File: config.mk
export PLATFORM = sky130hd
export DESIGN_NAME = warp_addr_top
export DESIGN_NICKNAME = d
export VERILOG_FILES = /design/src/rtl/warp_addr_pkg.sv /design/src/rtl/warp_req_if.sv /design/src/rtl/rdyack_fwd_stage.sv /design/src/rtl/nd_shuf_accum.sv /design/src/rtl/warp_offset_looper.sv /design/src/rtl/memofs_stage.sv /design/src/rtl/warp_addr_top.sv
export SDC_FILE = /design/constraint.sdc
export NUM_CORES = 2
export LEC_CHECK = 0
export BUFFER_PORTS_ARGS = -buffer_cell sky130_fd_sc_hd__buf_2
export CAP_MARGIN = 20
export CORE_ASPECT_RATIO = 1.1
export CORE_MARGIN = 2
export CORE_UTILIZATION = 30
export CTS_BUF_LIST = sky130_fd_sc_hd__clkbuf_4 sky130_fd_sc_hd__clkbuf_8 sky130_fd_sc_hd__clkbuf_16
export DETAILED_ROUTE_END_ITERATION = 10
export PLACE_DENSITY_LB_ADDON = 0.1
export SLEW_MARGIN = 20
export SYNTH_ARGS = -nofsm -noshare
export SYNTH_HDL_FRONTEND = slang
export SYNTH_HIERARCHICAL = 1
export SYNTH_SLANG_ARGS = --single-unit
File: constraint.sdc
create_clock -name i_clk -period 7.5 [get_ports i_clk]
set_input_delay 1.125 -clock i_clk [delete_from_list [all_inputs] [get_ports i_clk]]
set_output_delay 1.125 -clock i_clk [all_outputs]
set_load 0.02 [all_outputs]
File: src/rtl/warp_addr_pkg.sv
//==========================================================
// Warp address generator shared definitions
// Widths, configuration record and link payloads
//==========================================================
package warp_addr_pkg;

	// Vector and memory dimensionality
	localparam int VDIM = 2;
	localparam int DIM = 3;

	// Field widths
	localparam int WORK_BW = 10;
	localparam int STRIDE_FRAC_BW = 3;
	localparam int STRIDE_BW = 4;
	localparam int DIM_BW = 2;

	// Defaults for the top level parameters
	localparam int N_ICFG_DEFAULT = 4;
	localparam int GLOBAL_ADDR_BW_DEFAULT = 24;
	// Id field of the link payloads, sized for the default config count
	localparam int ID_BW = $clog2(N_ICFG_DEFAULT);

	// One warp configuration
	typedef struct packed {
		logic [VDIM-1:0][STRIDE_FRAC_BW-1:0] bstride_frac;
		logic [VDIM-1:0][STRIDE_BW-1:0] bstride_shamt;
		logic [VDIM-1:0][STRIDE_FRAC_BW-1:0] astride_frac;
		logic [VDIM-1:0][STRIDE_BW-1:0] astride_shamt;
		logic [VDIM-1:0][DIM_BW-1:0] bshuf;
		logic [VDIM-1:0][DIM_BW-1:0] ashuf;
		logic [DIM-1:0][GLOBAL_ADDR_BW_DEFAULT-1:0] mboundary;
	} cfg_t;

	// Looper to offset stage
	typedef struct packed {
		logic [ID_BW-1:0] id;
		logic [GLOBAL_ADDR_BW_DEFAULT-1:0] linear;
		logic [VDIM-1:0][WORK_BW-1:0] bofs;
		logic [VDIM-1:0][WORK_BW-1:0] aofs;
		logic retire;
		logic islast;
	} req_t;

	// Offset stage to output
	typedef struct packed {
		logic [ID_BW-1:0] id;
		logic [GLOBAL_ADDR_BW_DEFAULT-1:0] linear;
		logic [VDIM-1:0][WORK_BW-1:0] bofs;
		logic retire;
		logic islast;
	} res_t;

endpackage

File: src/rtl/warp_req_if.sv
//==========================================================
// Request link between looper and offset stage
// rdy/ack handshake with a request payload
//==========================================================
interface warp_req_if;

	// Source raises rdy and holds it with the data
	logic rdy;
	// Transfer happens in the cycle ack is high
	logic ack;
	// Walk point payload
	warp_addr_pkg::req_t data;

	// Looper side
	modport src (
		output rdy,
		output data,
		input ack
	);

	// Offset stage side
	modport dst (
		input rdy,
		input data,
		output ack
	);

endinterface

File: src/rtl/rdyack_fwd_stage.sv
//==========================================================
// One-entry forward slice on a rdy/ack link
//==========================================================
module rdyack_fwd_stage #(
	parameter type payload_t = logic
) (
	input  logic     i_clk,
	input  logic     i_arst_n,
	input  logic     i_src_rdy,
	output logic     o_src_ack,
	input  payload_t i_src_data,
	output logic     o_dst_rdy,
	input  logic     i_dst_ack,
	output payload_t o_dst_data
);

	// Entry occupied
	logic full_r;
	// Held payload
	payload_t data_r;

	// Take a new item when empty or while the held one leaves
	assign o_src_ack = i_src_rdy && (!full_r || i_dst_ack);
	assign o_dst_rdy = full_r;
	assign o_dst_data = data_r;

	always_ff @(posedge i_clk or negedge i_arst_n) begin
		if (!i_arst_n) begin
			full_r <= 1'b0;
		end else if (o_src_ack) begin
			full_r <= 1'b1;
		end else if (i_dst_ack) begin
			full_r <= 1'b0;
		end
	end

	// Payload loads only on a source transfer
	always_ff @(posedge i_clk) begin
		if (o_src_ack) begin
			data_r <= i_src_data;
		end
	end

	// A presented item holds until downstream takes it
	a_dst_hold: assert property (@(posedge i_clk) disable iff (!i_arst_n)
		o_dst_rdy && !i_dst_ack |=> o_dst_rdy && $stable(o_dst_data));

	// Downstream must only ack a presented item
	a_dst_ack_rdy: assert property (@(posedge i_clk) disable iff (!i_arst_n)
		i_dst_ack |-> o_dst_rdy);

endmodule

File: src/rtl/nd_shuf_accum.sv
//==========================================================
// Shuffled accumulate of two vectors into memory dimensions
//==========================================================
module nd_shuf_accum (
	input  logic [warp_addr_pkg::VDIM-1:0][warp_addr_pkg::WORK_BW-1:0] i_addend1,
	input  logic [warp_addr_pkg::VDIM-1:0][warp_addr_pkg::WORK_BW-1:0] i_addend2,
	input  logic [warp_addr_pkg::VDIM-1:0][warp_addr_pkg::DIM_BW-1:0]  i_shuf1,
	input  logic [warp_addr_pkg::VDIM-1:0][warp_addr_pkg::DIM_BW-1:0]  i_shuf2,
	output logic [warp_addr_pkg::DIM-1:0][warp_addr_pkg::WORK_BW-1:0]  o_sum
);

	localparam int VDIM = warp_addr_pkg::VDIM;
	localparam int DIM = warp_addr_pkg::DIM;
	localparam int DIM_BW = warp_addr_pkg::DIM_BW;

	// Each memory dimension collects the entries mapped onto it
	always_comb begin
		for (int d = 0; d < DIM; d++) begin
			// Unnamed dimensions stay at zero
			o_sum[d] = '0;
			for (int i = 0; i < VDIM; i++) begin
				// Block vector contribution
				if (i_shuf1[i] == DIM_BW'(d)) begin
					o_sum[d] = o_sum[d] + i_addend1[i];
				end
				// Alpha vector contribution
				if (i_shuf2[i] == DIM_BW'(d)) begin
					o_sum[d] = o_sum[d] + i_addend2[i];
				end
			end
		end
	end

endmodule

File: src/rtl/warp_offset_looper.sv
//==========================================================
// Warp offset looper
// Accepts a command and emits one request per block offset
//==========================================================
module warp_offset_looper #(
	parameter int N_CFG = warp_addr_pkg::N_ICFG_DEFAULT,
	localparam int NCFG_BW = $clog2(N_CFG)
) (
	input  logic i_clk,
	input  logic i_arst_n,
	input  logic i_cmd_rdy,
	output logic o_cmd_ack,
	input  logic [NCFG_BW-1:0] i_cmd_id,
	input  logic [warp_addr_pkg::GLOBAL_ADDR_BW_DEFAULT-1:0] i_cmd_linear,
	input  logic [warp_addr_pkg::VDIM-1:0][warp_addr_pkg::WORK_BW-1:0] i_cmd_aofs,
	input  logic [warp_addr_pkg::VDIM-1:0][warp_addr_pkg::WORK_BW-1:0] i_cmd_bcount,
	input  logic i_cmd_retire,
	warp_req_if.src req
);

	localparam int VDIM = warp_addr_pkg::VDIM;
	localparam int WBW = warp_addr_pkg::WORK_BW;
	localparam int GABW = warp_addr_pkg::GLOBAL_ADDR_BW_DEFAULT;
	localparam int PID_BW = warp_addr_pkg::ID_BW;

	//==========================================================
	// State
	//==========================================================
	// Walk in progress
	logic busy_r;
	// Latched command
	logic [NCFG_BW-1:0] id_r;
	logic [GABW-1:0] linear_r;
	logic [VDIM-1:0][WBW-1:0] aofs_r;
	logic retire_r;
	// Final index per dimension
	logic [VDIM-1:0][WBW-1:0] blast_r;
	// Current block offset and its successor
	logic [VDIM-1:0][WBW-1:0] bofs_r;
	logic [VDIM-1:0][WBW-1:0] bofs_nxt;
	logic carry;
	logic islast_w;
	warp_addr_pkg::req_t req_w;

	// Commands only while idle
	assign o_cmd_ack = i_cmd_rdy && !busy_r;

	//==========================================================
	// Nested counter
	//==========================================================
	// bofs[0] varies fastest
	always_comb begin
		carry = 1'b1;
		for (int d = 0; d < VDIM; d++) begin
			bofs_nxt[d] = bofs_r[d];
			if (carry) begin
				if (bofs_r[d] == blast_r[d]) begin
					bofs_nxt[d] = '0;
				end else begin
					bofs_nxt[d] = bofs_r[d] + 1'b1;
					carry = 1'b0;
				end
			end
		end
	end

	// Last point when every dimension sits at its final index
	always_comb begin
		islast_w = 1'b1;
		for (int d = 0; d < VDIM; d++) begin
			if (bofs_r[d] != blast_r[d]) begin
				islast_w = 1'b0;
			end
		end
	end

	always_ff @(posedge i_clk or negedge i_arst_n) begin
		if (!i_arst_n) begin
			busy_r <= 1'b0;
			bofs_r <= '0;
		end else if (o_cmd_ack) begin
			busy_r <= 1'b1;
			bofs_r <= '0;
		end else if (req.ack) begin
			// Back to idle as the final request leaves
			if (islast_w) begin
				busy_r <= 1'b0;
			end
			bofs_r <= bofs_nxt;
		end
	end

	// Command capture, zero count behaves as one
	always_ff @(posedge i_clk) begin
		if (o_cmd_ack) begin
			id_r <= i_cmd_id;
			linear_r <= i_cmd_linear;
			aofs_r <= i_cmd_aofs;
			retire_r <= i_cmd_retire;
			for (int d = 0; d < VDIM; d++) begin
				blast_r[d] <= (i_cmd_bcount[d] == '0) ? '0 : i_cmd_bcount[d] - 1'b1;
			end
		end
	end

	//==========================================================
	// Request output
	//==========================================================
	always_comb begin
		req_w.id = PID_BW'(id_r);
		req_w.linear = linear_r;
		req_w.bofs = bofs_r;
		req_w.aofs = aofs_r;
		// Retire rides on the final point only
		req_w.retire = retire_r && islast_w;
		req_w.islast = islast_w;
	end

	assign req.rdy = busy_r;
	assign req.data = req_w;

	// A stalled request keeps rdy and its payload
	a_req_hold: assert property (@(posedge i_clk) disable iff (!i_arst_n)
		req.rdy && !req.ack |=> req.rdy && $stable(req.data));

endmodule

File: src/rtl/memofs_stage.sv
//==========================================================
// Memory offset stage
// Stride scaling, shuffle and linear fold over two registers
//==========================================================
module memofs_stage #(
	parameter int N_CFG = warp_addr_pkg::N_ICFG_DEFAULT,
	parameter int ABW = warp_addr_pkg::GLOBAL_ADDR_BW_DEFAULT
) (
	input  logic i_clk,
	input  logic i_arst_n,
	warp_req_if.dst req,
	input  warp_addr_pkg::cfg_t i_cfg,
	output logic o_dst_rdy,
	input  logic i_dst_ack,
	output warp_addr_pkg::res_t o_res
);

	localparam int VDIM = warp_addr_pkg::VDIM;
	localparam int DIM = warp_addr_pkg::DIM;
	localparam int WBW = warp_addr_pkg::WORK_BW;
	localparam int GABW = warp_addr_pkg::GLOBAL_ADDR_BW_DEFAULT;
	localparam int PID_BW = warp_addr_pkg::ID_BW;
	localparam int NCFG_BW = $clog2(N_CFG);

	// Stage 0 contents
	typedef struct packed {
		logic [NCFG_BW-1:0] id;
		logic [ABW-1:0] linear;
		logic [VDIM-1:0][WBW-1:0] bofs;
		logic retire;
		logic islast;
		logic [DIM-1:0][WBW-1:0] mofs;
	} s0_t;

	logic [VDIM-1:0][WBW-1:0] bofs_scl;
	logic [VDIM-1:0][WBW-1:0] aofs_scl;
	logic [DIM-1:0][WBW-1:0] mofs_w;
	s0_t s0_in;
	s0_t s0_out;
	logic s0_rdy;
	logic s0_ack;
	logic [ABW-1:0] linear_w;
	warp_addr_pkg::res_t res_w;

	//==========================================================
	// Input side
	//==========================================================
	// Offset times fraction, then shifted
	always_comb begin
		for (int i = 0; i < VDIM; i++) begin
			bofs_scl[i] = (req.data.bofs[i] * i_cfg.bstride_frac[i]) << i_cfg.bstride_shamt[i];
			aofs_scl[i] = (req.data.aofs[i] * i_cfg.astride_frac[i]) << i_cfg.astride_shamt[i];
		end
	end

	nd_shuf_accum u_saccum (
		.i_addend1(bofs_scl),
		.i_addend2(aofs_scl),
		.i_shuf1(i_cfg.bshuf),
		.i_shuf2(i_cfg.ashuf),
		.o_sum(mofs_w)
	);

	always_comb begin
		s0_in.id = NCFG_BW'(req.data.id);
		s0_in.linear = ABW'(req.data.linear);
		s0_in.bofs = req.data.bofs;
		s0_in.retire = req.data.retire;
		s0_in.islast = req.data.islast;
		s0_in.mofs = mofs_w;
	end

	rdyack_fwd_stage #(.payload_t(s0_t)) u_fwd0 (
		.i_clk(i_clk),
		.i_arst_n(i_arst_n),
		.i_src_rdy(req.rdy),
		.o_src_ack(req.ack),
		.i_src_data(s0_in),
		.o_dst_rdy(s0_rdy),
		.i_dst_ack(s0_ack),
		.o_dst_data(s0_out)
	);

	//==========================================================
	// Linear fold
	//==========================================================
	// Row-major over mboundary, last dimension unscaled
	always_comb begin
		linear_w = s0_out.linear;
		for (int d = 0; d < DIM-1; d++) begin
			linear_w = linear_w + ABW'(s0_out.mofs[d]) * ABW'(i_cfg.mboundary[d+1]);
		end
		linear_w = linear_w + ABW'(s0_out.mofs[DIM-1]);
	end

	always_comb begin
		res_w.id = PID_BW'(s0_out.id);
		res_w.linear = GABW'(linear_w);
		res_w.bofs = s0_out.bofs;
		res_w.retire = s0_out.retire;
		res_w.islast = s0_out.islast;
	end

	rdyack_fwd_stage #(.payload_t(warp_addr_pkg::res_t)) u_fwd1 (
		.i_clk(i_clk),
		.i_arst_n(i_arst_n),
		.i_src_rdy(s0_rdy),
		.o_src_ack(s0_ack),
		.i_src_data(res_w),
		.o_dst_rdy(o_dst_rdy),
		.i_dst_ack(i_dst_ack),
		.o_dst_data(o_res)
	);

endmodule

File: src/rtl/warp_addr_top.sv
//==========================================================
// Warp memory port address generator, top level
//==========================================================
module warp_addr_top #(
	parameter int N_CFG = warp_addr_pkg::N_ICFG_DEFAULT,
	parameter int ABW = warp_addr_pkg::GLOBAL_ADDR_BW_DEFAULT,
	localparam int NCFG_BW = $clog2(N_CFG),
	localparam int VDIM = warp_addr_pkg::VDIM,
	localparam int DIM = warp_addr_pkg::DIM,
	localparam int WBW = warp_addr_pkg::WORK_BW
) (
	input  logic i_clk,
	input  logic i_arst_n,
	// Command
	input  logic i_cmd_rdy,
	output logic o_cmd_ack,
	input  logic [NCFG_BW-1:0] i_cmd_id,
	input  logic [ABW-1:0] i_cmd_linear,
	input  logic [VDIM-1:0][WBW-1:0] i_cmd_aofs,
	input  logic [VDIM-1:0][WBW-1:0] i_cmd_bcount,
	input  logic i_cmd_retire,
	// Configuration, held stable by the host
	input  logic [VDIM-1:0][warp_addr_pkg::STRIDE_FRAC_BW-1:0] i_cfg_bstride_frac,
	input  logic [VDIM-1:0][warp_addr_pkg::STRIDE_BW-1:0] i_cfg_bstride_shamt,
	input  logic [VDIM-1:0][warp_addr_pkg::STRIDE_FRAC_BW-1:0] i_cfg_astride_frac,
	input  logic [VDIM-1:0][warp_addr_pkg::STRIDE_BW-1:0] i_cfg_astride_shamt,
	input  logic [VDIM-1:0][warp_addr_pkg::DIM_BW-1:0] i_cfg_bshuf,
	input  logic [VDIM-1:0][warp_addr_pkg::DIM_BW-1:0] i_cfg_ashuf,
	input  logic [DIM-1:0][ABW-1:0] i_cfg_mboundary,
	// Result
	output logic o_res_rdy,
	input  logic i_res_ack,
	output logic [NCFG_BW-1:0] o_res_id,
	output logic [ABW-1:0] o_res_linear,
	output logic [VDIM-1:0][WBW-1:0] o_res_bofs,
	output logic o_res_retire,
	output logic o_res_islast
);

	localparam int GABW = warp_addr_pkg::GLOBAL_ADDR_BW_DEFAULT;

	warp_addr_pkg::cfg_t cfg;
	warp_addr_pkg::res_t res;
	warp_req_if req_link ();

	// Config packing
	assign cfg.bstride_frac = i_cfg_bstride_frac;
	assign cfg.bstride_shamt = i_cfg_bstride_shamt;
	assign cfg.astride_frac = i_cfg_astride_frac;
	assign cfg.astride_shamt = i_cfg_astride_shamt;
	assign cfg.bshuf = i_cfg_bshuf;
	assign cfg.ashuf = i_cfg_ashuf;
	for (genvar d = 0; d < DIM; d++) begin : g_mbnd
		assign cfg.mboundary[d] = GABW'(i_cfg_mboundary[d]);
	end

	warp_offset_looper #(.N_CFG(N_CFG)) u_looper (
		.i_clk(i_clk),
		.i_arst_n(i_arst_n),
		.i_cmd_rdy(i_cmd_rdy),
		.o_cmd_ack(o_cmd_ack),
		.i_cmd_id(i_cmd_id),
		.i_cmd_linear(GABW'(i_cmd_linear)),
		.i_cmd_aofs(i_cmd_aofs),
		.i_cmd_bcount(i_cmd_bcount),
		.i_cmd_retire(i_cmd_retire),
		.req(req_link.src)
	);

	memofs_stage #(.N_CFG(N_CFG), .ABW(ABW)) u_memofs (
		.i_clk(i_clk),
		.i_arst_n(i_arst_n),
		.req(req_link.dst),
		.i_cfg(cfg),
		.o_dst_rdy(o_res_rdy),
		.i_dst_ack(i_res_ack),
		.o_res(res)
	);

	// Result unpacking
	assign o_res_id = NCFG_BW'(res.id);
	assign o_res_linear = ABW'(res.linear);
	assign o_res_bofs = res.bofs;
	assign o_res_retire = res.retire;
	assign o_res_islast = res.islast;

endmodule

* After elaboration in Yosys (flattened, before gate mapping)
Cells that the tools add are included.
** Word-level totals
- Register bits :: 216
- Input port bits :: 179
** Operators by class
- $add $sub $neg :: 16
- Multiply operators :: 6
- Reduce and logical (&&, ||, !) cells :: 22
- Shift operators :: 4
- Multiplexer cells :: 27
- Equality and inequality tests :: 12
** Operators by type and width (number)
- 10-bit 2-to-1 mux :: 15
- 10-bit adder :: 9
- 24-bit adder :: 2
- 10-bit by 24-bit multiplier with 24-bit output :: 2
- 10-bit by 3-bit multiplier with 10-bit output :: 4
- 20-bit 2-to-1 mux :: 2
- 10-bit by 4-bit left shift with 10-bit output :: 4
- 24-bit by 10-bit adder with 24-bit output :: 1
- 10-bit by 1-bit adder with 10-bit output, second input constant :: 2
- 10-bit == test :: 2
- 10-bit zero test :: 2
- 10-bit inequality test :: 2
- 10-bit by 1-bit subtractor with 10-bit output, second input constant :: 2
- 1-bit 2-to-1 mux :: 10
- 2-bit nonzero test :: 5
- 2-bit by 1-bit == test with 1-bit output, second input constant :: 4
- 2-bit == test, second input constant :: 4
- 2-bit zero test :: 4
- 1-bit logical AND :: 4
- 2-bit AND reduction :: 2
- 1-bit zero test :: 3
- 1-bit logical OR :: 2

* Depth between registers and ports, before layout
- Word-level depth :: 9
- Depth in mapped cells :: 34
- Depth with buffers taken out :: 33

* Hierarchy
The synthesis kept the hierarchy.
** Modules (own cells, without submodules)
- memofs_stage :: times used 1, cells an instance 1996, area each 16171.8 um2
- nd_shuf_accum :: times used 1, cells an instance 644, area each 4583.1 um2
- warp_offset_looper :: times used 1, cells an instance 302, area each 3937.5 um2
- rdyack_fwd_stage at u_memofs.u_fwd0 :: times used 1, cells an instance 82, area each 2386.0 um2
- rdyack_fwd_stage at u_memofs.u_fwd1 :: times used 1, cells an instance 52, area each 1485.2 um2

* Worst setup path after synthesis
Ideal clock, no wire load.
- Path kind :: in2reg
- Start point :: input port i_cfg_bstride_frac[2] (netlist name)
- End point :: register u_memofs.u_fwd0.data_r, in the netlist u_memofs/u_fwd0/o_dst_data[19] (data pin)
- Setup slack :: 0.104 ns
- Required time :: 7.232 ns
- Cell stages on the path :: 34
- Arrival :: 7.128 ns
- Setup time :: 0.268 ns
- Cells stage by stage :: clkbuf_1 -> nand2_1 -> fa_1 -> inv_1 -> ha_1 -> fa_1 -> a21o_1 -> a21oi_1 -> xnor2_1 -> mux2_2 -> nor2_1 -> a21oi_1 -> nor2_1 -> a211oi_1 -> and2_1 -> ha_1 -> nand4_1 -> a21oi_1 -> nor3_1 -> nand2_1 -> xnor2_1 -> o21ai_0 -> ha_1 -> or3_1 -> o21ai_0 -> a21oi_1 -> xor2_1 -> mux2_2 -> ha_1 -> a21oi_1 -> o21ai_0 -> xor2_1 -> nand2_1 -> xnor3_1
** RTL lines
- from (decl) :: RTL line warp_addr_top.sv:23 : input logic [VDIM-1:0][warp_addr_pkg::STRIDE_FRAC_BW-1:0] i_cfg_bstride_frac,
- to (signal assigned) :: RTL line rdyack_fwd_stage.sv:40 : data_r <= i_src_data;
- to (decl) :: RTL line rdyack_fwd_stage.sv:20 : payload_t data_r;

==> impl_metrics.env <==
export IMPL_run_status="completed"
export IMPL_antenna_left=0
export IMPL_grt_max_degree=52
export IMPL_yosys_area_share_adder=0.351
export IMPL_synth_seq_area_share=0.223
export IMPL_timing_critical_path_from="i_cfg_astride_frac[2]"
export IMPL_antenna_found_initial=10
export IMPL_critical_path_max_stage_delay_ns=0.63
export IMPL_setup_worst_path_end="u_memofs/u_fwd0/o_dst_data[29]"
export IMPL_synth_distinct_cells=91
export IMPL_synth_ff_latch_count=216
export IMPL_first_pass_iters=5
export IMPL_worst_slew_pin_slew_ns=1.03
export IMPL_numCtsBuffers=30
export IMPL_met3_wirelength_um=2830
export IMPL_crit_path_end_kind="flop"
export IMPL_fp_dieArea_mm2=0.0977
export IMPL_postSynth_asyncResetShare=0.106
export IMPL_mux_contribution_to_synthesized_area=0.0277
export IMPL_synth_top_family_by_area="adder cells"
export IMPL_area_growth_synth_to_final_pct=17.2
export IMPL_drive_gt1_frac=0.168
export IMPL_syn_area_mm2=0.0286
export IMPL_critical_path_depth=31
export IMPL_wl_per_cell_um=17.2
export IMPL_crit_path_top_cell_by_count="a21oi_1"
export IMPL_synthSimpleGateAreaFrac=0.161
export IMPL_reg2reg_slack_ns=0.56
export IMPL_skew_ns=0.0358
export IMPL_finalHoldViolCount=0
export IMPL_cts_root_buf="clkbuf_16"
export IMPL_design_core_area_mm2=0.0942
export IMPL_r2r_start="u_memofs/u_fwd0/o_dst_data[1]"
export IMPL_cts_tree="done"
export IMPL_die_width_um=298
export IMPL_fin_crit_sh=0.947
export IMPL_critical_path_top_delay_family="adder cells"
export IMPL_remaining_drc_errors=0
export IMPL_slowest_cell_on_the_critical_path="a211oi_1"
export IMPL_worstSetupStartpointType="input pin"
export IMPL_place_port_buffers=204
export IMPL_gr_usage_all_layers=0.165
export IMPL_clk_path_buf_depth=3
export IMPL_drt_met1_wl_um=34800
export IMPL_worstHoldStart="u_memofs/u_fwd0/o_dst_data[50]"
export IMPL_worst_skew_pair_late_latency_ns=0.63
export IMPL_clock_sinks=216
export IMPL_hold_path_class="reg -> reg"
export IMPL_synth_fp_nets=3826
export IMPL_slew_violations=0
export IMPL_grt_overflow_total=0
export IMPL_crit_arrival_ns=7.46
export IMPL_rsz0062_at_grt="no"
export IMPL_first_pass_grt_wire_length_um=127000
export IMPL_timing_rr_end="u_memofs/u_fwd1/o_dst_data[42]"
export IMPL_ctsHoldBuffers=0
export IMPL_multi_input_area_mm2=0.0197
export IMPL_maximum_fanout_along_the_worst_path=6
export IMPL_drv_cap=0
export IMPL_max_slew_margin=0.313
export IMPL_dp_final_hpwl_um=68900
export IMPL_cp_num_buf_inv=4
export IMPL_ctsHtreeMaxLevel=1
export IMPL_final_seq_area_mm2=0.00637
export IMPL_placedInstanceArea_mm2=0.0324
export IMPL_nets=4169
export IMPL_synth_area_per_cell_um2=9.29
export IMPL_row_count=118
export IMPL_cts_clk_slew_worst_paths_ns=0.06
export IMPL_initial_utilization=0.303
export IMPL_edff_count_synth=193
export IMPL_postRouteWirelength_um=80700
export IMPL_routed_via_density=4.60
export IMPL_highest_signal_layer="met5"
export IMPL_syn_inst=3076
export IMPL_mostFrequentLayoutCells="536 x inv_1, 483 x nand2_1, 381 x fa_1"
export IMPL_synth_flop_cell="edfxtp_1"
export IMPL_dr_total_vias=21625
export IMPL_fmaxAchievable_ghz=0.141
export IMPL_r2r_cells=21
export IMPL_most_common_cell_after_layout_fill_and_taps_aside="inv_1"
export IMPL_finalWorstPathRequiredPeriod_ns=7.11
export IMPL_design_area_mm2=0.0335
export IMPL_finalSetupViolations=0
export IMPL_vias_in_the_first_global_route=23144
export IMPL_gp_congestion=0.855
export IMPL_final_fill_count=9817
export IMPL_yosys_warnings=6
export IMPL_pin_count=229
export IMPL_xor_xnor_cell_area_share_of_the_yosys_netlist=0.0612
export IMPL_drt_iter0_drc=851
export IMPL_worstSetupPathType="in -> reg"
export IMPL_detailroute_wirelength_met2_um=41200
export IMPL_fp_dieH_um=328
export IMPL_critical_path_required_ns=7.86
export IMPL_synthesized_area_fraction_occupied_by_ao_oa_aoi_and_oai_cells=0.0878
==> worst min path at each step <==
stage,to,slack (ns),cells after the start
final,u_memofs/u_fwd1/o_dst_data[20],0.42,0
after global placement,u_memofs/u_fwd1/o_dst_data[0],0.40,0
after detailed placement,u_memofs/u_fwd1/o_dst_data[12],0.40,0
after floorplan,u_memofs/u_fwd0/o_dst_data[52],0.40,0
after CTS,u_memofs/u_fwd1/o_dst_data[4],0.42,0
after global routing,u_memofs/u_fwd0/o_dst_data[52],0.43,0
==> routing by layer <==
layer | vias up | GRT usage
met5 | - | 0
met2 | 344 | 0.303
met4 | 10 | 0.0387
met3 | 92 | 0.0219
met1 | 10655 | 0.204
li1 | 10524 | -
==> synth_stat cells, types with 34 or more instances <==
cell      instances  area (um^2)
edfxtp_1        193         5800
and2_1          142          888
xnor2_1         118         1030
fa_1            381         7630
clkbuf_1        108          405
a21oi_1         121          606
mux2_2           35          394
inv_1           537         2020
nor3_1           36          180
o21ai_0          70          350
nand2_1         483         1810
nor2b_1          34          213
a21o_1           36          270
nor2_1          129          484
xor2_1           72          631
ha_1            190         2380
nand3_1          39          195
==> registers in the layout, summed over array words and instances, names as in the netlist <==
name                        flops
u_looper/id_r                   2
u_memofs/u_fwd0/o_dst_data     78
u_memofs/u_fwd1/o_dst_rdy       1
u_looper/retire_r               1
u_memofs/u_fwd0/o_dst_rdy       1
u_looper/blast_r               20
u_memofs/u_fwd1/o_dst_data     48
u_looper/req.data              40
u_looper/req.rdy                1
u_looper/linear_r              24
==> metrics by stage <==
| step | setup slack [ns] | hold slack (ns) | util | cells | TNS (ns) |
|---|---|---|---|---|---|
| after floorplan | 0.104 | 0.400 | - | 3076 | 0 |
| after global placement | -0.406 | 0.402 | 0.344 | 4646 | -1.46 |
| after detailed placement | -0.463 | 0.405 | 0.344 | 4646 | -1.86 |
| after CTS | 0.174 | 0.421 | 0.355 | 4701 | 0 |
| after global routing | 0.0215 | 0.427 | 0.355 | 4703 | 0 |
| final | 0.394 | 0.419 | 0.355 | 4703 | 0 |
==> cell families after synthesis <==
group                    after synthesis
buffers and inverters                664
multiplexers                          67
AO/OA/AOI/OAI                        387
XOR/XNOR                             194
flip-flops                           216
AND/OR/NAND/NOR                      975
adder cells (fa/ha/maj)              573
==> cell type report <==
class | instances | share of cell area
Antenna cell | 1 | 0.0000747
Multi-Input combinational cell | 2196 | 0.589
Clock inverter | 23 | 0.00789
Inverter | 540 | 0.0606
Tap cell | 1260 | 0.0471
Timing Repair Buffer | 435 | 0.0823
Sequential cell | 216 | 0.190
Clock buffer | 32 | 0.0231
==> timing repair <==
action	in CTS	in global routing
gates resized for setup	0	9
setup endpoints to repair	0	5
setup buffers	0	1
Power is left out: the tool's default activity adds up to more than one toggle a clock period on the data nets, which glitch-free logic cannot reach.
